[src/hdl/ppu_settings.svh]
`ifndef PPU_SETTINGS_SVH
`define PPU_SETTINGS_SVH

// ==================================================
// Line and frame geometry
// ==================================================
`define PPU_DOTS_PER_LINE   456
`define PPU_LINES_PER_FRAME 154
`define PPU_VISIBLE_LINES   144
`define PPU_SCREEN_WIDTH    160
// Length of mode 2 at the start of each visible line
`define PPU_OAM_SCAN_DOTS   80

// ==================================================
// CPU address map
// ==================================================
`define PPU_VRAM_START 16'h8000
`define PPU_VRAM_END   16'h9FFF
`define PPU_REG_START  16'hFF40
`define PPU_REG_END    16'hFF4B
// OAM DMA register, not mapped here
`define PPU_DMA_ADDR   16'hFF46

// Background pixel FIFO entries
`define PPU_FIFO_DEPTH 16

`endif

[src/hdl/ppu_pkg.sv]
package ppu_pkg;

  // ==================================================
  // Display and fetcher states
  // ==================================================

  // Encoding matches STAT bits 1:0
  typedef enum logic [1:0] {
    mode_hblank   = 2'd0,
    mode_vblank   = 2'd1,
    mode_oam_scan = 2'd2,
    mode_transfer = 2'd3
  } ppu_mode_t;

  // Background fetch steps
  typedef enum logic [1:0] {
    fetch_tile,
    fetch_low,
    fetch_high,
    fetch_push
  } fetch_state_t;

  // ==================================================
  // Widths
  // ==================================================
  typedef logic [7:0]  byte_t;
  typedef logic [15:0] cpu_addr_t;
  typedef logic [12:0] vram_addr_t;
  typedef logic [8:0]  dot_t;
  typedef logic [1:0]  color_t;
  // Plane 1 in the high byte, MSB is the leftmost pixel
  typedef logic [15:0] tile_row_t;

endpackage

[src/hdl/ppu_ifs.sv]
`timescale 1ns/100ps

// LCD register view shared by all blocks
interface ppu_regs_if import ppu_pkg::*; ();
  byte_t      lcdc;
  byte_t      scx;
  byte_t      scy;
  byte_t      bgp;
  byte_t      lyc;
  // STAT bits 6:3
  logic [3:0] stat_enable;
  byte_t      ly;
  ppu_mode_t  mode;
  logic       coincidence;

  modport cpu (output lcdc, scx, scy, bgp, lyc, stat_enable,
               input ly, mode, coincidence);
  modport timing (input lcdc, lyc, stat_enable,
                  output ly, mode, coincidence);
  modport reader (input lcdc, scx, scy, bgp, ly, mode);
endinterface


// Fetcher to FIFO to pixel output
interface pixel_fifo_if import ppu_pkg::*; ();
  logic      push;
  tile_row_t push_row;
  logic      room;
  logic      has_pixel;
  logic      pop;
  color_t    head;

  modport writer (output push, push_row, input room);
  modport store (input push, push_row, pop, output room, has_pixel, head);
  modport reader (input has_pixel, head, output pop);
endinterface

[src/hdl/pixel_output.sv]
`timescale 1ns/100ps
`include "ppu_settings.svh"

module pixel_output import ppu_pkg::*; (
  input  logic         clk,
  input  logic         reset,
  ppu_regs_if.reader   regs,
  pixel_fifo_if.reader fifo,
  input  logic         flush,
  output logic         pixel_valid,
  output color_t       pixel_color,
  output logic         line_done
);

  localparam int screen_width = `PPU_SCREEN_WIDTH;

  // Fine scroll latched at transfer start
  logic [2:0] fine_x;
  logic [2:0] dropped;
  logic [7:0] kept;
  logic       active;
  logic       discard;
  logic       keep;

  assign active = (regs.mode == mode_transfer) && !flush;
  // Stop popping once the line is full
  assign fifo.pop = active && fifo.has_pixel && (kept != 8'(screen_width));
  assign discard = fifo.pop && (dropped != fine_x);
  assign keep = fifo.pop && (dropped == fine_x);

  // ==================================================
  // Per-line counters and strobes
  // ==================================================
  always_ff @(posedge clk or posedge reset) begin
    if (reset) begin
      fine_x      <= '0;
      dropped     <= '0;
      kept        <= '0;
      pixel_valid <= 1'b0;
      line_done   <= 1'b0;
    end else begin
      pixel_valid <= keep;
      line_done   <= keep && (kept == 8'(screen_width - 1));
      if (!active) begin
        fine_x  <= regs.scx[2:0];
        dropped <= '0;
        kept    <= '0;
      end else begin
        if (discard) dropped <= dropped + 1'b1;
        if (keep) kept <= kept + 1'b1;
      end
    end
  end

  // BGP lookup, index n uses bits 2n+1:2n
  always_ff @(posedge clk) begin
    if (keep) pixel_color <= regs.bgp[{fifo.head, 1'b0} +: 2];
  end

endmodule

[src/flat_wrapper.sv]
// flat-port wrapper written by rule: the top's interface ports become plain ports
module pixel_output_flat import ppu_pkg::*;
  (clk, reset, flush, pixel_valid, pixel_color, line_done, regs_lcdc, regs_scx, regs_scy, regs_bgp, regs_ly, regs_mode, fifo_has_pixel, fifo_head, fifo_pop);
  ppu_regs_if regs_i ();
  pixel_fifo_if fifo_i ();
  input  logic clk;
  input  logic reset;
  input  logic flush;
  output logic pixel_valid;
  output color_t pixel_color;
  output logic line_done;
  input wire logic [$bits(regs_i.lcdc)-1:0] regs_lcdc;
  input wire logic [$bits(regs_i.scx)-1:0] regs_scx;
  input wire logic [$bits(regs_i.scy)-1:0] regs_scy;
  input wire logic [$bits(regs_i.bgp)-1:0] regs_bgp;
  input wire logic [$bits(regs_i.ly)-1:0] regs_ly;
  input wire logic [$bits(regs_i.mode)-1:0] regs_mode;
  input wire logic [$bits(fifo_i.has_pixel)-1:0] fifo_has_pixel;
  input wire logic [$bits(fifo_i.head)-1:0] fifo_head;
  output wire logic [$bits(fifo_i.pop)-1:0] fifo_pop;
  assign regs_i.lcdc = regs_lcdc;
  assign regs_i.scx = regs_scx;
  assign regs_i.scy = regs_scy;
  assign regs_i.bgp = regs_bgp;
  assign regs_i.ly = regs_ly;
  assign regs_i.mode = regs_mode;
  assign fifo_i.has_pixel = fifo_has_pixel;
  assign fifo_i.head = fifo_head;
  assign fifo_pop = fifo_i.pop;
  pixel_output u_core (.clk(clk), .reset(reset), .regs(regs_i), .fifo(fifo_i), .flush(flush), .pixel_valid(pixel_valid), .pixel_color(pixel_color), .line_done(line_done));
endmodule
[config.mk]
export PLATFORM = sky130hd
export DESIGN_NAME = pixel_output_flat
export DESIGN_NICKNAME = d
export VERILOG_FILES = /design/src/hdl/ppu_pkg.sv /design/src/hdl/ppu_ifs.sv /design/src/hdl/pixel_output.sv /design/src/flat_wrapper.sv
export VERILOG_INCLUDE_DIRS = /design/src /design/src/hdl
export SDC_FILE = /design/constraint.sdc
export NUM_CORES = 1
export LEC_CHECK = 0
export BUFFER_PORTS_ARGS = -buffer_cell sky130_fd_sc_hd__buf_2
export CAP_MARGIN = 40
export CORE_MARGIN = 5
export CORE_UTILIZATION = 45
export DETAILED_ROUTE_END_ITERATION = 6
export GPL_TIMING_DRIVEN = 0
export PLACE_DENSITY = 0.81
export SYNTH_ARGS = -nofsm -noshare
export SYNTH_HDL_FRONTEND = slang
export SYNTH_SLANG_ARGS = --single-unit
[constraint.sdc]
create_clock -name clk -period 2.95 [get_ports clk]
set_input_delay 0.1475 -clock clk [delete_from_list [all_inputs] [get_ports clk]]
set_output_delay 0.1475 -clock clk [all_outputs]
set_load 0.02 [all_outputs]
## After elaboration in Yosys (flattened, before gate mapping)

Cells that the tools add are included.

| storage, ports and cells | value |
|---|---|
| bits of input ports | 48 |
| flip-flop bits (word level) | 18 |
| logic and storage cells | 27 |

| cells by class | value |
|---|---|
| muxes and demuxes | 4 |
| equal/unequal tests | 7 |
| reductions and logical operators | 7 |
| shifts and indexed selects | 1 |
| add/subtract/negate cells | 2 |

Operator list:

| operator | number |
|---|---|
| 2-to-1 mux 8 bit | 2 |
| adder 8 x 1 -> 8 bit (second input constant) | 1 |
| equality test 8 bit (second input constant) | 1 |
| != test 8 bit (second input constant) | 1 |
| variable part select 8 x 4 -> 2 bit | 1 |
| logical AND 1 bit | 6 |
| 2-to-1 mux 3 bit | 2 |
| != test 2 bit (second input constant) | 2 |
| adder 3 x 1 -> 3 bit (second input constant) | 1 |
| equality test 3 bit | 1 |
| != test 3 bit | 1 |
| equality test 2 bit (second input constant) | 1 |
| logical NOT 1 bit | 1 |

## Longest topological paths before layout

| depth | value |
|---|---|
| depth after elaboration | 7 |
| depth in mapped cells | 7 |
| gate-level depth less buffers | 7 |

## Worst setup path before layout

Ideal clock, no wire load.

| path | value |
|---|---|
| kind | register -> register |
| start | register u_core.kept[3] |
| end | register u_core.kept[1] |
| slack | 1.218 ns |
| library setup time | 0.127 ns |
| stages on the path, launching flop included | 6 |
| period minus slack after synthesis | 1.732 ns |
| arrival | 1.604 ns |
| cell sequence | dfrtp_1 -> or3b_4 -> o211ai_4 -> inv_2 -> nand2_4 -> mux2_1 |

| on the way | value |
|---|---|
| word-level cells in the longest chain between the ends | 4 |

RTL lines:

| what | RTL line | RTL |
|---|---|---|
| start: declaration | pixel_output.sv:20 | `logic [7:0] kept;` |
| start signal: assignment | pixel_output.sv:50 | `if (keep) kept <= kept + 1'b1;` |
| != test 8 bit | pixel_output.sv:27 | `assign fifo.pop = active && fifo.has_pixel && (kept != 8'(screen_width));` |
| logical AND 1 bit | pixel_output.sv:27 |  |
| net fifo_pop | flat_wrapper.sv:20 | `output wire logic [$bits(fifo_i.pop)-1:0] fifo_pop;` |
| logical AND 1 bit | pixel_output.sv:29 | `assign keep = fifo.pop && (dropped == fine_x);` |
| != test 2 bit (no source line) | n/a |  |

The timed path passes the listed nets, and every way through them passes these cells.
A chain may end at the register's enable or synchronous reset.

## Worst setup path after layout

| path | value |
|---|---|
| start | register u_core.kept[0] |
| end | output port fifo_pop |

| on the way | value |
|---|---|
| word-level cells in the longest chain between the ends | 2 |

RTL lines:

| what | RTL line |
|---|---|
| != test 8 bit | pixel_output.sv:27 |
| logical AND 1 bit | pixel_output.sv:27 |
| end: declaration | flat_wrapper.sv:20 |

No other way between the ends.

==> results_dict.tcl <==
set metrics [dict create \
    fp.dieH_um 56.2 \
    hold_viol_final 0 \
    grt_first_pass_wirelength_mm 3.56 \
    relSlewSlack_pct 60.8 \
    report.final.slew_viol_count 0 \
    p_leak_nw 0.531 \
    path_max_fanout 8 \
    routed_wl_mm 2.19 \
    wl_per_cell_um 15.1 \
    synth_seq_cells 18 \
    rows 16 \
    core_mm2 0.00200 \
    final_nets 170 \
    track_usage_pct 14.1 \
    clkSlewWorstSetupHoldPaths_ns 0.11 \
    syn_inst 90 \
    port_buffers 23 \
    irDropWorstVdd_mv 0.210 \
    antenna_found_initial 0 \
    cts.sinks 18 \
    grt_max_degree 17 \
    finalCriticalPeriod_ns 1.90 \
    cp-start-kind "flip-flop" \
    clk-insertion-delay-late_ns 0.30 \
    setup_viol 0 \
    synth_top_area_share_pct 41.6 \
    htree_levels 1 \
    grt_pass1_vias 885 \
    layout-drive-gt1-share_pct 27.1 \
    grt_overflow 0 \
    dpl.hpwl_mm 1.71 \
    required_ns 2.80 \
    syn-cell-area_um2 962 \
    worstHoldStart "regs_scx[1]" \
    fin_util_pct 57.3 \
    cellPowerDensity_mw_per_mm2 380 \
    drt_pre_antenna_iters 4 \
    fin_crit_sh_pct 64.5 \
    critPathKind "reg -> out" \
    worstMarginPinSlew_ns 0.588 \
    antenna_left 0 \
    whs_endpoint "u_core.fine_x[1]" \
    async_flop_share_pct 88.9 \
    synth-edff-count 2 \
    synth_cell_types 32 \
    synth_ff_type "dfrtp_1" \
    root_buffer "clkbuf_4" \
    fill_cells 177 \
    min_path_cells 3 \
    syn_nets 141 \
    start_util_pct 48.1 \
    synth.avg_cell_area_um2 10.7 \
    die_w_um 56.2 \
    num_vias 816 \
    synthToLayoutAreaGrowth_pct 19.2 \
    min_path_type "in -> reg" \
    antenna_cells 0 \
    r2r_start "u_core.kept[0]" \
    fmax_mhz 526 \
    worst_clock_skew_ns 0.00588 \
    postCtsResizedCells 0 \
    stdcell_count 145 \
    tritoncts "built" \
    drt_drc_violations_left 0 \
    die-area_mm2 0.00316 \
    postCtsSetupBuffers 0 \
    yosys_warnings 0 \
    cts-buffers-inserted 3 \
    drv_cap 0 \
    cts.path.max_buffers 2 \
    fin_tns_setup_ns 0 \
    ff2ff_setup_slack_ns 1.12 \
    status "finished clean" \
    routabilityCongestion 0.820 \
    arrival_ns 1.76 \
    worstRegToRegCells 7 \
    dp_cells 140 \
    rsz0062_at_grt "no" \
    via_per_inst 5.63 \
    cts_hold_buf 1 \
    endpoint_kind "output port" \
    ys_seq_area_share_pct 47.9 \
    yosysTopAreaCell "dfrtp_1" \
    ios 53 \
    drt_iter0_markers 20 \
    ys_top_cells_by_area "dfrtp_1, edfxtp_1, nand2_1" \
    reg2reg_to "u_core.kept[1]" \
]
-- how the worst max path moves through the flow --
stage / start / end / depth (start not counted) / slack [ns]
floorplan: u_core.kept[3] / u_core.kept[1] / 5 / 1.22
global placement: u_core.kept[0] / u_core.kept[1] / 7 / 1.17
detailed placement: u_core.kept[0] / u_core.kept[1] / 7 / 1.13
CTS: u_core.kept[0] / fifo_pop / 6 / 1.04
global route: u_core.kept[0] / fifo_pop / 6 / 0.93
finish: u_core.kept[0] / fifo_pop / 6 / 1.05
-- critical path, stage by stage, from the launching register on --
cell,delay [ns]
dfrtp_1,0.45
inv_1,0.08
ha_1,0.15
nand4bb_1,0.18
o211ai_4,0.32
inv_2,0.10
buf_2,0.17
-- metal layers --
| metal | up-vias | GRT usage, % | wire length, um |
|---|---|---|---|
| met1 | 388 | 15.8 | 861 |
| met4 | 0 | 6.10 | 35 |
| met5 | - | 0 | 0 |
| met2 | 34 | 25.5 | 1140 |
| met3 | 5 | 3.02 | 150 |
| li1 | 389 | - | - |
-- cells in the mapped netlist (all sizes together) (2+ instances only) --
library cell   n
a21oi          4
nand2         14
o311ai         3
or4            3
o211ai         3
edfxtp         2
o21ai          3
o31ai          6
inv            7
ha             3
xnor2          3
mux4           2
and3           2
nand3          6
dfrtp         16
-- cell usage in the layout (no fill, tap or decap), types with 3 or more instances in the layout --
cell      instances
nand2_1          13
dfrtp_1          16
o31ai_1           6
ha_1              3
inv_1             6
buf_2            23
nand3_1           6
xnor2_1           3
clkbuf_4          3
or4_1             3
o311ai_0          3
a21oi_1           4
-- cell families after synthesis --
kind of cell	share of synthesized area, %
muxes	6.89
adders and majority gates	3.90
buffers and inverters	3.12
DFF	47.9
AOI/OAI and AO/OA	14.8
xor gates and xnor gates	2.73
and+or+nand+nor	20.7
-- final cells by class --
cell class                      instances  area [um2]  share of cell area, %
Sequential cell                        18         460                   40.1
Clock buffer                            3        22.5                   1.96
Multi-Input combinational cell         64         472                   41.1
Inverter                                7        26.3                   2.29
Tap cell                               27        33.8                   2.94
Clock inverter                          1        3.75                  0.327
Timing Repair Buffer                   24         125                   10.9
Buffer                                  1        3.75                  0.327
-- where the power goes --
part | switching [W] | internal [W]
Combinational | 0.0000267 | 0.0000214
Clock | 0.0000805 | 0.0000494
Sequential | 0.00000317 | 0.000255
-- state kept, by name (all words and copies together) (netlist names) --
register	count
u_core.dropped	3
u_core.fine_x	3
u_core.kept	8
u_core.line_done	1
u_core.pixel_color	2
u_core.pixel_valid	1
-- through the flow --
step	area (um2)	total power (W)	hold WS [ns]	setup slack, ns
5_1_grt	1150	0.000449	0.0487	0.925
3_5_place_dp	1110	0.000310	0.255	1.13
4_1_cts	1150	0.000435	0.0378	1.04
3_3_place_gp	1110	0.000307	0.248	1.17
6_report	1150	0.000436	0.0351	1.05
2_1_floorplan	962	0.000289	0.0612	1.22
Power figures use the tool's default switching activity.
