## src/hdl/ppu_settings.svh

```systemverilog
`ifndef PPU_SETTINGS_SVH
`define PPU_SETTINGS_SVH

// ==================================================
// Line and frame geometry
// ==================================================
`define PPU_DOTS_PER_LINE   456
`define PPU_LINES_PER_FRAME 154
`define PPU_VISIBLE_LINES   144
`define PPU_SCREEN_WIDTH    160
// Length of mode 2 at the start of each visible line
`define PPU_OAM_SCAN_DOTS   80

// ==================================================
// CPU address map
// ==================================================
`define PPU_VRAM_START 16'h8000
`define PPU_VRAM_END   16'h9FFF
`define PPU_REG_START  16'hFF40
`define PPU_REG_END    16'hFF4B
// OAM DMA register, not mapped here
`define PPU_DMA_ADDR   16'hFF46

// Background pixel FIFO entries
`define PPU_FIFO_DEPTH 16

`endif

```

## src/hdl/ppu_pkg.sv

```systemverilog
package ppu_pkg;

  // ==================================================
  // Display and fetcher states
  // ==================================================

  // Encoding matches STAT bits 1:0
  typedef enum logic [1:0] {
    mode_hblank   = 2'd0,
    mode_vblank   = 2'd1,
    mode_oam_scan = 2'd2,
    mode_transfer = 2'd3
  } ppu_mode_t;

  // Background fetch steps
  typedef enum logic [1:0] {
    fetch_tile,
    fetch_low,
    fetch_high,
    fetch_push
  } fetch_state_t;

  // ==================================================
  // Widths
  // ==================================================
  typedef logic [7:0]  byte_t;
  typedef logic [15:0] cpu_addr_t;
  typedef logic [12:0] vram_addr_t;
  typedef logic [8:0]  dot_t;
  typedef logic [1:0]  color_t;
  // Plane 1 in the high byte, MSB is the leftmost pixel
  typedef logic [15:0] tile_row_t;

endpackage

```

## src/hdl/ppu_ifs.sv

```systemverilog


// Fetcher to FIFO to pixel output
interface pixel_fifo_if import ppu_pkg::*; ();
  logic      push;
  tile_row_t push_row;
  logic      room;
  logic      has_pixel;
  logic      pop;
  color_t    head;

  modport writer (output push, push_row, input room);
  modport store (input push, push_row, pop, output room, has_pixel, head);
  modport reader (input has_pixel, head, output pop);
endinterface

```

## src/hdl/bg_pixel_fifo.sv

```systemverilog
`timescale 1ns/100ps
`include "ppu_settings.svh"

module bg_pixel_fifo import ppu_pkg::*; (
  input  logic         clk,
  input  logic         reset,
  pixel_fifo_if.store  fifo,
  input  logic         flush
);

  localparam int depth   = `PPU_FIFO_DEPTH;
  localparam int count_w = $clog2(depth + 1);

  // Entry 0 is the head
  color_t             store [depth];
  color_t             store_next [depth];
  logic [count_w-1:0] count;
  // Fill level after this cycle's pop
  logic [count_w-1:0] base;
  logic               do_pop;

  assign do_pop = fifo.pop && (count != '0);
  assign fifo.has_pixel = (count != '0);
  // Space for a whole tile row
  assign fifo.room = (count <= count_w'(depth - 8));
  assign fifo.head = store[0];

  // ==================================================
  // Shift and append
  // ==================================================
  always_comb begin
    store_next = store;
    base = count;
    if (do_pop) begin
      for (int i = 0; i < depth - 1; i++) begin
        store_next[i] = store[i + 1];
      end
      base = count - 1'b1;
    end
    // Leftmost pixel goes in first
    if (fifo.push) begin
      for (int i = 0; i < 8; i++) begin
        store_next[int'(base) + i] = {fifo.push_row[15 - i], fifo.push_row[7 - i]};
      end
    end
  end

  always_ff @(posedge clk) begin
    store <= store_next;
  end

  always_ff @(posedge clk or posedge reset) begin
    if (reset) begin
      count <= '0;
    end else if (flush) begin
      count <= '0;
    end else begin
      count <= fifo.push ? base + count_w'(8) : base;
    end
  end

endmodule

```

## src/flat_wrapper.sv

```systemverilog
// flat-port wrapper written by rule: the top's interface ports become plain ports
module bg_pixel_fifo_flat import ppu_pkg::*;
  (clk, reset, flush, fifo_push, fifo_push_row, fifo_pop, fifo_room, fifo_has_pixel, fifo_head);
  pixel_fifo_if fifo_i ();
  input  logic clk;
  input  logic reset;
  input  logic flush;
  input wire logic [$bits(fifo_i.push)-1:0] fifo_push;
  input wire logic [$bits(fifo_i.push_row)-1:0] fifo_push_row;
  input wire logic [$bits(fifo_i.pop)-1:0] fifo_pop;
  output wire logic [$bits(fifo_i.room)-1:0] fifo_room;
  output wire logic [$bits(fifo_i.has_pixel)-1:0] fifo_has_pixel;
  output wire logic [$bits(fifo_i.head)-1:0] fifo_head;
  assign fifo_i.push = fifo_push;
  assign fifo_i.push_row = fifo_push_row;
  assign fifo_i.pop = fifo_pop;
  assign fifo_room = fifo_i.room;
  assign fifo_has_pixel = fifo_i.has_pixel;
  assign fifo_head = fifo_i.head;
  bg_pixel_fifo u_core (.clk(clk), .reset(reset), .fifo(fifo_i), .flush(flush));
endmodule
```

## config.mk

```make
export PLATFORM = sky130hd
export DESIGN_NAME = bg_pixel_fifo_flat
export DESIGN_NICKNAME = d
export VERILOG_FILES = /design/src/hdl/ppu_pkg.sv /design/src/hdl/ppu_ifs.sv /design/src/hdl/bg_pixel_fifo.sv /design/src/flat_wrapper.sv
export VERILOG_INCLUDE_DIRS = /design/src /design/src/hdl
export SDC_FILE = /design/constraint.sdc
export NUM_CORES = 1
export LEC_CHECK = 0
export CAP_MARGIN = 25
export CELL_PAD_IN_SITES_DETAIL_PLACEMENT = 0
export CELL_PAD_IN_SITES_GLOBAL_PLACEMENT = 1
export CORE_MARGIN = 2
export CORE_UTILIZATION = 40
export CTS_CLUSTER_SIZE = 8
export DETAILED_ROUTE_END_ITERATION = 8
export DONT_BUFFER_PORTS = 1
export PLACE_DENSITY_LB_ADDON = 0.2
export SYNTH_ARGS = -nofsm -noshare
export SYNTH_HDL_FRONTEND = slang
export SYNTH_SLANG_ARGS = --single-unit
```

## constraint.sdc

```tcl
create_clock -name clk -period 13.6 [get_ports clk]
set_input_delay 1.36 -clock clk [delete_from_list [all_inputs] [get_ports clk]]
set_output_delay 1.36 -clock clk [all_outputs]
set_load 0.05 [all_outputs]
```

=== Yosys cells after proc, flatten, opt, wreduce, memory -nomap -nowiden ===
Cells that the tools add are included.

* Logic and storage cells: 90
* Register bits after elaboration: 37
* Output and inout port bits: 4
* Input port bits: 21

* Mux-type cells: 29
* Add/subtract/negate cells: 9
* Bitwise logic cells: 8
* $lt $le $gt $ge: 17
* Reduce and logical (&&, ||, !) cells: 10

{| class="wikitable"
|+ Operators with widths
! kind !! number
|-
| $bwmux 32 || 8
|-
| $ge 32x5->1 const B || 8
|-
| $lt 32x1->1 const B || 8
|-
| $not 32->32 || 7
|-
| $demux 2 s4 || 8
|-
| $mux 32 || 1
|-
| $not 5->32 || 1
|-
| $mux 30 || 1
|-
| $add 5x3->6 const B || 4
|-
| $mux 2 || 8
|-
| $mux 5 || 3
|-
| $add 5x2->6 const B || 2
|-
| $logic_and 1x1->1 || 9
|-
| $add 5x1->6 const B || 1
|-
| $add 5x4->5 const B || 1
|-
| $le 5x4->1 const B || 1
|-
| $reduce_bool 5->1 || 1
|-
| $sub 5x1->5 const B || 1
|}

=== Longest topological paths before layout ===
* Word-level depth: 17
* Depth in mapped cells: 21
* Mapped depth without buffers: 17

=== Least setup slack after synthesis ===
Ideal clock, no wire load.

* Path kind: input-to-reg
* From: input port fifo_pop
* To: register with a tool-made name
* Arrival: 4720 ps
* Slack: 8633 ps
* Buffers on the path: 3
* Required time: 13352 ps
* Cell stages on the path: 16
* Library setup time: 248 ps
* Path through: inv_1 nor4_1 or2_0 clkbuf_1 nor2_1 inv_1 ha_1 clkbuf_1 inv_1 and4_1 nor4_2 a211oi_2 buf_2 a2111oi_0 nand2_1 o21a_1

{| class="wikitable"
|+ RTL lines
! element !! line !! RTL
|-
| start: declaration || flat_wrapper.sv:10 || <nowiki>input wire logic [$bits(fifo_i.pop)-1:0] fifo_pop;</nowiki>
|}

==> results <==
- The run finished with clean final reports.
- Entering global routing, the biggest net connects 55 pins.
- The post-synthesis cell type with the largest combined area is sky130_fd_sc_hd__dfxtp_1.
- The floorplan step defined a die boundary enclosing 0.0172 mm².
- The latest clock arrival within the worst-skew pair is 0.30 ns.
- The final cell count without fillers is ~1100.
- The detail route stage leaves a number of antenna-violating nets equal to 0.
- The sequential-to-total area share from yosys stat is around an eighth.
- The die is between 100 and 150 µm wide.
- Final hold analysis gives a worst-case slack of 0.659 ns.
- The violation count after the first detailed-routing iteration is 1367.
- Yosys printed 0 warnings.
- The worst setup path is of the reg -> reg kind.
- The count of fill cells added during filler insertion is ~1700.
- The relative slew slack is 27.2%.
- The first detailed-routing pass took 7 iterations.
- Counting stages on the worst path, the most repeated cell is sky130_fd_sc_hd__inv_1.
- The routed design has around 38 mm of wire.
- Setup violations remaining at the end of the flow were counted as 0.
- The wire-length estimate of the detail-placed layout is roughly 28 mm.
- The clock tree synthesis step divided the H-tree into 2 levels.
- The number of antenna violations at the first check in global routing came to 0.
- The detailed-route DRC error count is 0.
- The final period demand of the worst path is 6.59 ns.
- The number of gates resized after CTS is 0.
- The post-detailed-route wirelength per cell is around 35 µm.
- The data required time at the worst endpoint is 13.80 ns.
- The total track usage is a little over two fifths.
- The first global-routing pass estimated 53.3 mm of wire.
- The number of max-cap violations is 0.
- At the worst endpoint, the arrival time is 6.79 ns.
- The number of setup buffers added after CTS is 0.
- The clock tree from TritonCTS is yes.
- The commonest cells after synthesis are sky130_fd_sc_hd__nand2_1 (80), sky130_fd_sc_hd__nor2_1 (70), sky130_fd_sc_hd__o21ai_0 (48).
- In this run the worst hold path is classified as reg -> reg.
- The area of the placeable core is 0.0158 mm².
- In the final timing run, aggregate negative setup slack is 0 ns.
- Of the post-synthesis cell area, the dominant cell type holds around 9.3%.
- The total via count after detailed routing is 8539.
- In the final layout, the multi-input gates occupy about 0.0052 mm².
- The critical path's largest stage delay is 0.80 ns.
- The vertical die dimension is 131 µm.
- The tree built by TritonCTS fans out to 37 sinks.
- The area occupied by registers is slightly below 800 µm².
- The most common cell in the synthesized netlist is sky130_fd_sc_hd__nand2_1.
- After clock tree synthesis, the flow added hold-fix buffers numbering 0.
- 25 I/O pins were placed.
- The measured slew at the worst slew-check pin is roughly 1.1 ns.
- The effective utilization at floorplan is 40.8%.
- The total number of placement rows is between 40 and 50.
- The share of the cycle needed by the critical path after routing is roughly 48%.
- From synthesis to final layout, the design area changed by 3.56%.
- The upper clock frequency limit is 0.152 GHz.
- The tree is rooted in a sky130_fd_sc_hd__clkbuf_16.
- The number of hold violations in the final report came to 0.
- The largest driver fanout on the critical path is 21.
- Routability-driven placement finished with a final weighted congestion of between 1 and 1.5.
- The fraction of registers with async set or reset after synthesis is 13.5%.
- The count of pins over their slew limit is 0.
- The count of buffering cells on the critical path with inverters included is 4.
- No sink is reached through more buffers than the 2 on the longest clock path.
- The count of input and output buffers is 0.
- The worst setup path is launched from a flip-flop.
- The flip-flop and latch count after synthesis is 37.
- The dominant delay contributor by cell family on the critical path is simple AND/OR/NAND/NOR gates.
- The number of nets handed over by synthesis was 944.
- After synthesis, the netlist uses 97 different library cells.
- The ratio of cells with drive above 1 in the final layout is 10.3%.
- The number of global-route vias before repair is a little under 8000.
- The average size of a mapped cell is 7.07 µm².
- Traced cell by cell, the critical path runs through inv_1 -> ha_1 -> nor4b_2 -> buf_4 -> o21ai_0 -> nand2_1 -> nor2_1 -> inv_1 -> ha_1 -> inv_1 -> nor4_1 -> nor4_2 -> o21ai_0 -> mux2i_1 -> a211oi_1 -> o31ai_1 -> a221oi_1.
- The ratio of routed vias to standard cells is 7.88.
- The count of placed standard cells including taps is 1074.
- For the final database, setup skew stands at 0.00867 ns.
- The net count of the finished layout is 896.
- Clock-pin slew was measured on the worst setup and hold paths at 0.07 ns.
- The largest individual stage delay along the critical path comes from the cell sky130_fd_sc_hd__nor4_2.
- Global routing finished with a remaining overflow of 0.
- The synthesized cell area is ~0.0065 mm².
- Counting flops with a built-in enable in the synthesized netlist gives 2.
- Yosys attributes the largest share of cell area to sky130_fd_sc_hd__dfxtp_1 (9.3%), sky130_fd_sc_hd__mux2i_1 (7.3%), sky130_fd_sc_hd__nand2_1 (4.6%), sky130_fd_sc_hd__nor2_1 (4.1%), sky130_fd_sc_hd__o21ai_0 (3.7%).
- The CTS buffer count is 5.
- The synthesized instance count is 914.
- The predominant post-synthesis flop cell is sky130_fd_sc_hd__dfxtp_1.
- Setup repair after global routing left no endpoint under its margin.
- The worst setup path is captured at a flip-flop.
[area by class of cell]
cell class,count,share of cell area [%]
Antenna cell,1,0.0374
Clock inverter,1,0.0748
Inverter,28,1.57
Sequential cell,37,11.7
Clock buffer,6,2.24
Tap cell,216,4.04
Multi-Input combinational cell,774,78.1
Timing Repair Buffer,20,2.17
[worst register-to-register path, cell delays in order (launching register included)]
cell	delay [ns]
sky130_fd_sc_hd__dfrtp_1	0.65
sky130_fd_sc_hd__inv_1	0.27
sky130_fd_sc_hd__ha_1	0.32
sky130_fd_sc_hd__nor4b_2	0.17
sky130_fd_sc_hd__buf_4	0.24
sky130_fd_sc_hd__o21ai_0	0.61
sky130_fd_sc_hd__nand2_1	0.34
sky130_fd_sc_hd__nor2_1	0.64
sky130_fd_sc_hd__inv_1	0.16
sky130_fd_sc_hd__ha_1	0.38
sky130_fd_sc_hd__inv_1	0.20
sky130_fd_sc_hd__nor4_1	0.10
sky130_fd_sc_hd__nor4_2	0.80
sky130_fd_sc_hd__o21ai_0	0.57
sky130_fd_sc_hd__mux2i_1	0.23
sky130_fd_sc_hd__a211oi_1	0.39
sky130_fd_sc_hd__o31ai_1	0.14
sky130_fd_sc_hd__a221oi_1	0.28
[logic make-up (layout without fill, tap and decap cells)]
| kind of cell | after synthesis | count (layout) | share of synthesized area (%) |
|---|---|---|---|
| AO/OA/AOI/OAI | 342 | 342 | 39.3 |
| XOR/XNOR | 4 | 4 | 0.542 |
| adder cells (fa/ha/maj) | 9 | 9 | 1.74 |
| buffers and inverters | 103 | 55 | 6.97 |
| flip-flops | 37 | 37 | 12.2 |
| multiplexers | 68 | 68 | 10.9 |
| other | 0 | 1 | 0 |
| AND/OR/NAND/NOR | 351 | 351 | 28.3 |
[flip-flops by register name, indices dropped and copies added (netlist names), named ones only]
name and flops:
u_core.count 5, u_core.fifo.head 2, u_core.store 28
[worst paths after layout]
path	cells after the start	startpoint	to	slack, ns
setup / recovery	17	u_core.count[0]	u_core.fifo.head[0]	7.01
hold / removal	2	u_core.store[5]	u_core.store[7]	0.66
setup reg to reg	17	u_core.count[0]	u_core.fifo.head[0]	7.01
hold reg to reg	2	u_core.store[5]	u_core.store[7]	0.66
max in group asynchronous	1	reset	u_core.count[2]	12.59
min in group asynchronous	1	reset	u_core.count[0]	0.84
[placed cells by master (no fill, tap or decap), types with 22 or more instances in the layout]
cell                       count
sky130_fd_sc_hd__inv_1        25
sky130_fd_sc_hd__or3_1        23
sky130_fd_sc_hd__mux2i_1      47
sky130_fd_sc_hd__o21ai_0      48
sky130_fd_sc_hd__o211ai_1     22
sky130_fd_sc_hd__nor2_1       69
sky130_fd_sc_hd__a21oi_1      44
sky130_fd_sc_hd__nor3_1       36
sky130_fd_sc_hd__dfxtp_1      30
sky130_fd_sc_hd__nand2_1      80
sky130_fd_sc_hd__nand3_1      42
[per-stage QoR]
stage,utilization (%),cell area [µm²],worst slack [ns]
after detailed placement,41.2,6530,7.29
after global placement,41.1,6510,7.53
after CTS,42.2,6680,7.27
final,42.3,6690,7.01
after floorplan,-,6460,8.63
after global routing,42.2,6690,6.72
[layer usage]
metal / up-vias / global-route usage [%] / share of wire [%] / wire, µm
met5: - / 0 / 0 / 0
met4: 0 / 28.7 / 7.4 / 2790
met3: 181 / 13.3 / 12 / 4640
met2: 676 / 62.5 / 42 / 15600
met1: 4138 / 55.9 / 39 / 14500
li1: 3544 / - / - / -
Power is left out: the tool's default activity adds up to more than one toggle a clock period on the data nets, which glitch-free logic cannot reach.
