### config.mk
export PLATFORM = sky130hd
export DESIGN_NAME = bg_fetcher_flat
export DESIGN_NICKNAME = d
export VERILOG_FILES = /design/src/hdl/ppu_settings.svh /design/src/hdl/ppu_pkg.sv /design/src/hdl/ppu_ifs.sv /design/src/hdl/bg_fetcher.sv /design/src/flat_wrapper.sv
export SDC_FILE = /design/constraint.sdc
export NUM_CORES = 1
export LEC_CHECK = 0
export ABC_CLOCK_PERIOD_IN_PS = 1500
export BUFFER_PORTS_ARGS = -buffer_cell sky130_fd_sc_hd__clkbuf_2
export CAP_MARGIN = 20
export CORE_ASPECT_RATIO = 0.5
export CORE_MARGIN = 3
export CORE_UTILIZATION = 30
export CTS_CLUSTER_DIAMETER = 60
export DETAILED_ROUTE_END_ITERATION = 16
export PLACE_DENSITY = 0.68
export SLEW_MARGIN = 20
export SYNTH_ARGS = -nofsm -noshare
export SYNTH_HDL_FRONTEND = slang
export SYNTH_SLANG_ARGS = --single-unit
### constraint.sdc
create_clock -name clk -period 1.5 [get_ports clk]
set_input_delay 0.075 -clock clk [delete_from_list [all_inputs] [get_ports clk]]
set_output_delay 0.075 -clock clk [all_outputs]
set_load 0.005 [all_outputs]
### src/hdl/ppu_settings.svh
`ifndef PPU_SETTINGS_SVH
`define PPU_SETTINGS_SVH

// ==================================================
// Line and frame geometry
// ==================================================
`define PPU_DOTS_PER_LINE   456
`define PPU_LINES_PER_FRAME 154
`define PPU_VISIBLE_LINES   144
`define PPU_SCREEN_WIDTH    160
// Length of mode 2 at the start of each visible line
`define PPU_OAM_SCAN_DOTS   80

// ==================================================
// CPU address map
// ==================================================
`define PPU_VRAM_START 16'h8000
`define PPU_VRAM_END   16'h9FFF
`define PPU_REG_START  16'hFF40
`define PPU_REG_END    16'hFF4B
// OAM DMA register, not mapped here
`define PPU_DMA_ADDR   16'hFF46

// Background pixel FIFO entries
`define PPU_FIFO_DEPTH 16

`endif

### src/hdl/ppu_pkg.sv
package ppu_pkg;

  // ==================================================
  // Display and fetcher states
  // ==================================================

  // Encoding matches STAT bits 1:0
  typedef enum logic [1:0] {
    mode_hblank   = 2'd0,
    mode_vblank   = 2'd1,
    mode_oam_scan = 2'd2,
    mode_transfer = 2'd3
  } ppu_mode_t;

  // Background fetch steps
  typedef enum logic [1:0] {
    fetch_tile,
    fetch_low,
    fetch_high,
    fetch_push
  } fetch_state_t;

  // ==================================================
  // Widths
  // ==================================================
  typedef logic [7:0]  byte_t;
  typedef logic [15:0] cpu_addr_t;
  typedef logic [12:0] vram_addr_t;
  typedef logic [8:0]  dot_t;
  typedef logic [1:0]  color_t;
  // Plane 1 in the high byte, MSB is the leftmost pixel
  typedef logic [15:0] tile_row_t;

endpackage

### src/hdl/ppu_ifs.sv
`timescale 1ns/100ps

// LCD register view shared by all blocks
interface ppu_regs_if import ppu_pkg::*; ();
  byte_t      lcdc;
  byte_t      scx;
  byte_t      scy;
  byte_t      bgp;
  byte_t      lyc;
  // STAT bits 6:3
  logic [3:0] stat_enable;
  byte_t      ly;
  ppu_mode_t  mode;
  logic       coincidence;

  modport cpu (output lcdc, scx, scy, bgp, lyc, stat_enable,
               input ly, mode, coincidence);
  modport timing (input lcdc, lyc, stat_enable,
                  output ly, mode, coincidence);
  modport reader (input lcdc, scx, scy, bgp, ly, mode);
endinterface

// Fetcher read port into VRAM, data one cycle after the request
interface vram_fetch_if import ppu_pkg::*; ();
  logic       read_req;
  vram_addr_t addr;
  byte_t      rdata;

  modport fetcher (output read_req, addr, input rdata);
  modport memory (input read_req, addr, output rdata);
endinterface

// Fetcher to FIFO to pixel output
interface pixel_fifo_if import ppu_pkg::*; ();
  logic      push;
  tile_row_t push_row;
  logic      room;
  logic      has_pixel;
  logic      pop;
  color_t    head;

  modport writer (output push, push_row, input room);
  modport store (input push, push_row, pop, output room, has_pixel, head);
  modport reader (input has_pixel, head, output pop);
endinterface

### src/hdl/bg_fetcher.sv
`timescale 1ns/100ps

module bg_fetcher import ppu_pkg::*; (
  input  logic          clk,
  input  logic          reset,
  ppu_regs_if.reader    regs,
  vram_fetch_if.fetcher fetch,
  pixel_fifo_if.writer  fifo,
  input  logic          flush
);

  fetch_state_t state;
  // Second cycle of a read step
  logic         data_phase;
  logic [4:0]   tile_col;
  byte_t        tile_num;
  tile_row_t    row_buf;
  byte_t        bg_row;
  vram_addr_t   map_addr;
  vram_addr_t   data_addr;
  logic         active;

  assign active = (regs.mode == mode_transfer) && !flush;
  assign bg_row = regs.ly + regs.scy;

  // Tile map at 0x9800 or 0x9C00, 32x32 entries
  assign map_addr = {2'b11, regs.lcdc[3], bg_row[7:3], tile_col};
  // Unsigned from 0x8000 or signed around 0x9000
  assign data_addr = {~regs.lcdc[4] & ~tile_num[7], tile_num, bg_row[2:0],
                      state == fetch_high};

  assign fetch.addr = (state == fetch_tile) ? map_addr : data_addr;
  assign fetch.read_req = active && !data_phase && (state != fetch_push);
  // Only wait point is a full FIFO
  assign fifo.push = active && (state == fetch_push) && fifo.room;
  assign fifo.push_row = row_buf;

  // ==================================================
  // Fetch sequence
  // ==================================================
  always_ff @(posedge clk or posedge reset) begin
    if (reset) begin
      state      <= fetch_tile;
      data_phase <= 1'b0;
      tile_col   <= '0;
    end else if (!active) begin
      // Start column follows coarse SCX until transfer begins
      state      <= fetch_tile;
      data_phase <= 1'b0;
      tile_col   <= regs.scx[7:3];
    end else begin
      case (state)
        fetch_push: begin
          if (fifo.room) begin
            state    <= fetch_tile;
            tile_col <= tile_col + 1'b1;
          end
        end
        default: begin
          data_phase <= !data_phase;
          if (data_phase) begin
            case (state)
              fetch_tile: state <= fetch_low;
              fetch_low:  state <= fetch_high;
              default:    state <= fetch_push;
            endcase
          end
        end
      endcase
    end
  end

  // Capture read data
  always_ff @(posedge clk) begin
    if (active && data_phase) begin
      case (state)
        fetch_tile: tile_num <= fetch.rdata;
        fetch_low:  row_buf[7:0] <= fetch.rdata;
        fetch_high: row_buf[15:8] <= fetch.rdata;
        default: ;
      endcase
    end
  end

endmodule

### src/flat_wrapper.sv
// flat-port wrapper written by rule: the top's interface ports become plain ports
module bg_fetcher_flat import ppu_pkg::*;
  (clk, reset, flush, regs_lcdc, regs_scx, regs_scy, regs_bgp, regs_ly, regs_mode, fetch_read_req, fetch_addr, fetch_rdata, fifo_push, fifo_push_row, fifo_room);
  ppu_regs_if regs_i ();
  vram_fetch_if fetch_i ();
  pixel_fifo_if fifo_i ();
  input  logic clk;
  input  logic reset;
  input  logic flush;
  input wire logic [$bits(regs_i.lcdc)-1:0] regs_lcdc;
  input wire logic [$bits(regs_i.scx)-1:0] regs_scx;
  input wire logic [$bits(regs_i.scy)-1:0] regs_scy;
  input wire logic [$bits(regs_i.bgp)-1:0] regs_bgp;
  input wire logic [$bits(regs_i.ly)-1:0] regs_ly;
  input wire logic [$bits(regs_i.mode)-1:0] regs_mode;
  output wire logic [$bits(fetch_i.read_req)-1:0] fetch_read_req;
  output wire logic [$bits(fetch_i.addr)-1:0] fetch_addr;
  input wire logic [$bits(fetch_i.rdata)-1:0] fetch_rdata;
  output wire logic [$bits(fifo_i.push)-1:0] fifo_push;
  output wire logic [$bits(fifo_i.push_row)-1:0] fifo_push_row;
  input wire logic [$bits(fifo_i.room)-1:0] fifo_room;
  assign regs_i.lcdc = regs_lcdc;
  assign regs_i.scx = regs_scx;
  assign regs_i.scy = regs_scy;
  assign regs_i.bgp = regs_bgp;
  assign regs_i.ly = regs_ly;
  assign regs_i.mode = regs_mode;
  assign fetch_read_req = fetch_i.read_req;
  assign fetch_addr = fetch_i.addr;
  assign fetch_i.rdata = fetch_rdata;
  assign fifo_push = fifo_i.push;
  assign fifo_push_row = fifo_i.push_row;
  assign fifo_i.room = fifo_room;
  bg_fetcher u_core (.clk(clk), .reset(reset), .regs(regs_i), .fetch(fetch_i), .fifo(fifo_i), .flush(flush));
endmodule
After elaboration in Yosys (flattened, before gate mapping)
Index checks and enable logic that the tools add are counted.

Register bits: 32. Input port bits: 54. Output and inout port bits: 31. Logic and storage cells: 46.

$add $sub $neg: 2. Equality and inequality tests: 10. Muxes and demuxes: 11. Bitwise operators: 3. Reduce and logical (&&, ||, !) cells: 14.

Operators with widths (count): 2-to-1 mux 5 bit (3); 2-to-1 mux 13 bit (1); AND reduction 2 bit (5); adder 8 bit (1); 2-to-1 mux 2 bit (4); != test 2 bit, second input constant (4); == test 2 bit, second input constant (3); logical AND 1 bit (6); adder 5 x 1 -> 5 bit, second input constant (1); one-hot mux 2 bit (2 select lines) (1); != test 3 x 2 -> 1 bit, second input constant (1); != test 3 bit, second input constant (1); == test 2 x 1 -> 1 bit, second input constant (1); logical NOT 1 bit (2); logical NOT 2 bit (1); 2-to-1 mux 1 bit (2); inverter 1 bit (2); AND 1 bit (1).

Logic depth before layout (Yosys ltp)
Depth in word-level cells: 5. Mapped depth: 8. Mapped depth without buffers: 7.

Worst setup path before layout
No wires, ideal clock.

Path kind: reg2reg. Start: reg u_core.state[0]. End: reg u_core.tile_num[0] (enable). Library setup time: 0.332 ns. Arrival: 1.241 ns. Data required time: 1.168 ns. Slack: -0.072 ns. Stages on the path, launching flop included: 6. Buffers on the path: 2. Period minus slack after synthesis: 1.572 ns. Path through: dfrtp_1 > inv_1 > ha_1 > buf_4 > buf_2 > and3_1.

Cells in the longest elaborated chain, start to end: 2.

Ends and longest elaborated chain: start: declaration (line bg_fetcher.sv:12) `fetch_state_t state;`; start signal: assignment (line bg_fetcher.sv:43) `state <= fetch_tile;`; start signal: assignment (line bg_fetcher.sv:48) `state <= fetch_tile;`; start signal: assignment (line bg_fetcher.sv:55) `state <= fetch_tile;`; logical NOT 2 bit (line bg_fetcher.sv:76) `case (state)`; AND reduction 2 bit (no source line); end signal: assignment (line bg_fetcher.sv:77) `fetch_tile: tile_num <= fetch.rdata;`; end: declaration (line bg_fetcher.sv:16) `byte_t tile_num;`.

No other way between the ends. A chain may end at the register's enable or synchronous reset.

Worst setup path after layout
Start: reg u_core.state[1]. End: out fetch_addr[9].

Cells in the longest elaborated chain, start to end: 2.

Ends and longest elaborated chain: logical NOT 2 bit (line bg_fetcher.sv:32) `assign fetch.addr = (state == fetch_tile) ? map_addr : data_addr;`; 2-to-1 mux 13 bit (line bg_fetcher.sv:32); end: declaration (line flat_wrapper.sv:17) `output wire logic [$bits(fetch_i.addr)-1:0] fetch_addr;`.

No other way between the ends.

==> qor.tcl <==
set qor(maximum_number_of_pins_on_one_net_before_global_route_repair) 15
set qor(syn-cell-area_um2) 1724
set qor(viasPerCell) 4.697
set qor(grt_overflow) 0
set qor(via_count) 1503
set qor(global_route.usage.total_pct) 13.97
set qor(timing.clock.skew_ns) 0.002315
set qor(number_of_antenna_cells_inserted) 0
set qor(clock_tree.buffer_depth) 2
set qor(pre_cts_slack_ns) -0.1682
set qor(ys_warn_count) 0
set qor(holdCritPathClass) {in2reg}
set qor(fp.dieW_um) 113.2
set qor(die_h_um) 59.61
set qor(path_clk_slew_ns) 0.05
set qor(synthesis.instances) 147
set qor(grt_pass1_wl_mm) 7.100
set qor(critical-path-slowest-cell) {or4_4}
set qor(hold_viol) 0
set qor(synth_fp_nets) 215
set qor(most-common-layout-cells) {clkbuf_2 (60), buf_4 (24), edfxtp_1 (24)}
set qor(htreeDepth) 2
set qor(post-synth-top-area-fraction_pct) 41.80
set qor(layout.cells.most_common) {clkbuf_2}
set qor(crit_chain) {inv_2 > ha_4 > inv_4 > or4_4 > nand3_2 > clkbuf_2}
set qor(timing.fmax_mhz) 559.7
set qor(maxSlewHeadroom_pct) 72.37
set qor(postRouteWirelength_mm) 4.848
set qor(tritoncts_clock_tree) {yes}
set qor(antenna_found_initial) 0
set qor(postSynthAreaPerCell_um2) 11.73
set qor(synth.lib_cells_used.distinct) 43
set qor(failing_checks) {setup timing}
set qor(postLayoutCoreUtil_pct) 52.42
set qor(final_period_minus_worst_setup_slack_ns) 1.787
set qor(hpwlAfterDp_mm) 3.429
set qor(detail_route.first_pass.iterations) 4
set qor(initial_core_util_pct) 33.00
set qor(via_count_of_the_first_global_routing_pass) 1546
set qor(cellPowerDensity_nw_per_um2) 911.6
set qor(leakagePower_nw) 1.250
set qor(outcome) {complete, but fails checks}
set qor(io_buffer_count) 67
set qor(top_cells_by_area_synth) {edfxtp_1 (42%), dfrtp_1 (12%), ha_1 (9.4%), nand2_1 (3.5%), mux2_2 (2.6%)}
set qor(vdd_ir_drop_max_uv) 501.1
set qor(swShare_pct) 21.56
set qor(seq_pwr_share_pct) 39.4
set qor(io_pins) 85
set qor(numCtsBuffers) 5
set qor(postSynthRegisterBits) 32
set qor(drv_slew) 0
set qor(async_reset_ff_share_pct) 25.00
set qor(worst-path-max-fanout) 5
set qor(detailed_place.area_um2) 2315
set qor(wire_per_inst_um) 15.15
set qor(first_iter_violations) 52
set qor(timing.critical_path.slowest_cell_delay_ns) 0.53
set qor(timing.final.crit_share_pct) 119.1
set qor(clkPwrFrac_pct) 44.6
set qor(yosys_most_used_dff) {edfxtp_1}
set qor(setup_slack_ns) -0.2866
set qor(combinational_cell_fraction_of_total_power_pct) 16.0
set qor(drive_gt1_share_pct) 56.40
set qor(worst-setup-path-type) {reg2out}
set qor(data_arrival_critical_path_ns) 1.71
set qor(crit_path_end_kind) {primary output}
set qor(actual_slew_at_the_worst_max_slew_pin_ns) 0.4115
set qor(clock_sinks) 32
set qor(die_area_um2) 6748
set qor(design.final.nets) 317
set qor(synth_area_leader_cell) {edfxtp_1}
set qor(synth_seq_area_share_pct) 53.41
set qor(drc) 0
set qor(rows) 18
set qor(internal-power_mw) 1.958
set qor(required_ns) 1.42
set qor(rsz_0062_raised_after_global_routing) {true}
set qor(buffer_cell_driving_the_clock_tree_root) {clkbuf_16}
set qor(register_to_register_setup_slack_ns) -0.14
set qor(critical_path_source_type) {register}
set qor(final_weighted_congestion_in_routability_driven_placement) 0.8510
set qor(max_cap_violations) 0
set qor(finish.instance_area_um2) 2739
set qor(antenna_violating_nets_post_route) 0
set qor(finalSetupViolCount) 21
set qor(synth-edff-count) 24
set qor(syn2layout_area_growth_pct) 58.85
set qor(switchingPower_mw) 0.5384
set qor(insertion_delay_ns) 0.27
set qor(coreArea_um2) 5225
power groups by stage:
stage	logic, mW	clock network (mW)	registers, mW
after CTS	0.376	1.13	0.984
after detailed placement	0.342	0	0.999
final	0.399	1.11	0.984
after global placement	0.331	0	0.997
after floorplan	0.176	0	0.995
after global routing	0.437	1.16	0.986
through the flow:
step           power (mW)  std cells  hold slack, ns  setup TNS [ns]
6_report            2.497        320         0.01010          -2.373
5_1_grt             2.585        320         0.01131          -4.417
4_1_cts             2.485        318        0.009552          -1.902
3_5_place_dp        1.341        303         0.01907         -0.4456
3_3_place_gp        1.328        303         0.02327         -0.2473
2_1_floorplan       1.171        147         -0.1093        -0.02356
path summary, 6_finish.rpt:
kind | end | startpoint | cells after the start
worst max register to register | u_core.state[1] | u_core.state[0] | 8
min in group asynchronous | u_core.data_phase | reset | 3
worst min register to register | u_core.tile_col[4] | u_core.tile_col[4] | 2
worst max-delay path | fetch_addr[9] | u_core.state[1] | 6
worst min-delay path | u_core.tile_col[3] | regs_scx[6] | 3
max in group asynchronous | u_core.tile_col[1] | reset | 3
metal layers:
metal	vias to the layer above	track usage [%]	part of all wire [%]
met3	6	3.466	3.2
met4	0	3.938	0.89
met2	19	28.28	56
li1	745	-	-
met5	-	0	0
met1	733	14.63	40
state kept, by name (all words and copies together), names as in the netlist:
| register | cells |
|---|---|
| u_core.fifo.push_row | 16 |
| u_core.tile_num | 8 |
| u_core.tile_col | 5 |
| u_core.state | 2 |
| u_core.data_phase | 1 |
synthesized netlist by cell type (2+ instances only):
library cell,count
a21o_1,2
a21oi_1,4
and2_1,3
and3_1,3
buf_2,2
dfrtp_1,8
edfxtp_1,24
ha_1,13
inv_1,9
mux2_2,4
mux2i_1,2
nand2_1,16
nand4_1,2
nor2_1,5
nor2b_1,2
nor3_1,3
o21a_1,2
o21ai_0,5
o21ai_1,4
o21bai_1,2
o2bb2ai_1,2
o311ai_1,2
o31ai_1,2
or2_2,2
xnor2_1,2
xor2_1,5
worst max-delay path, delay by kind of cell (launching register included):
family / cells / cell delay, ns
simple gates: 2 / 0.61
flops: 1 / 0.39
buf+inv: 3 / 0.25
fa+ha+maj: 1 / 0.18
final cells by class:
type                            count  area, um2
Timing Repair Buffer              100      634.4
Inverter                           10      40.04
Clock buffer                        6      128.9
Tap cell                           70      87.58
Multi-Input combinational cell    100      892.1
Clock inverter                      2      35.03
Sequential cell                    32      920.9
Fill cell                         439       2486
timing repair:
item                                   CTS  global route
pin swaps                               11             8
buffers inserted                         9             6
hold buffers                             1             0
endpoints found under the hold margin    8             0
setup endpoints to repair               26            28
resized for setup                       31            24
cell families after synthesis:
| logic type | after synthesis | synth area share [%] |
|---|---|---|
| muxes | 6 | 3.773 |
| and+or+nand+nor | 42 | 12.19 |
| adders and majority gates | 14 | 10.60 |
| xor gates and xnor gates | 7 | 3.556 |
| buffers and inverters | 15 | 4.063 |
| AOI/OAI and AO/OA | 31 | 12.41 |
| DFF | 32 | 53.41 |
Note: power is estimated with default switching activity, not from simulation.
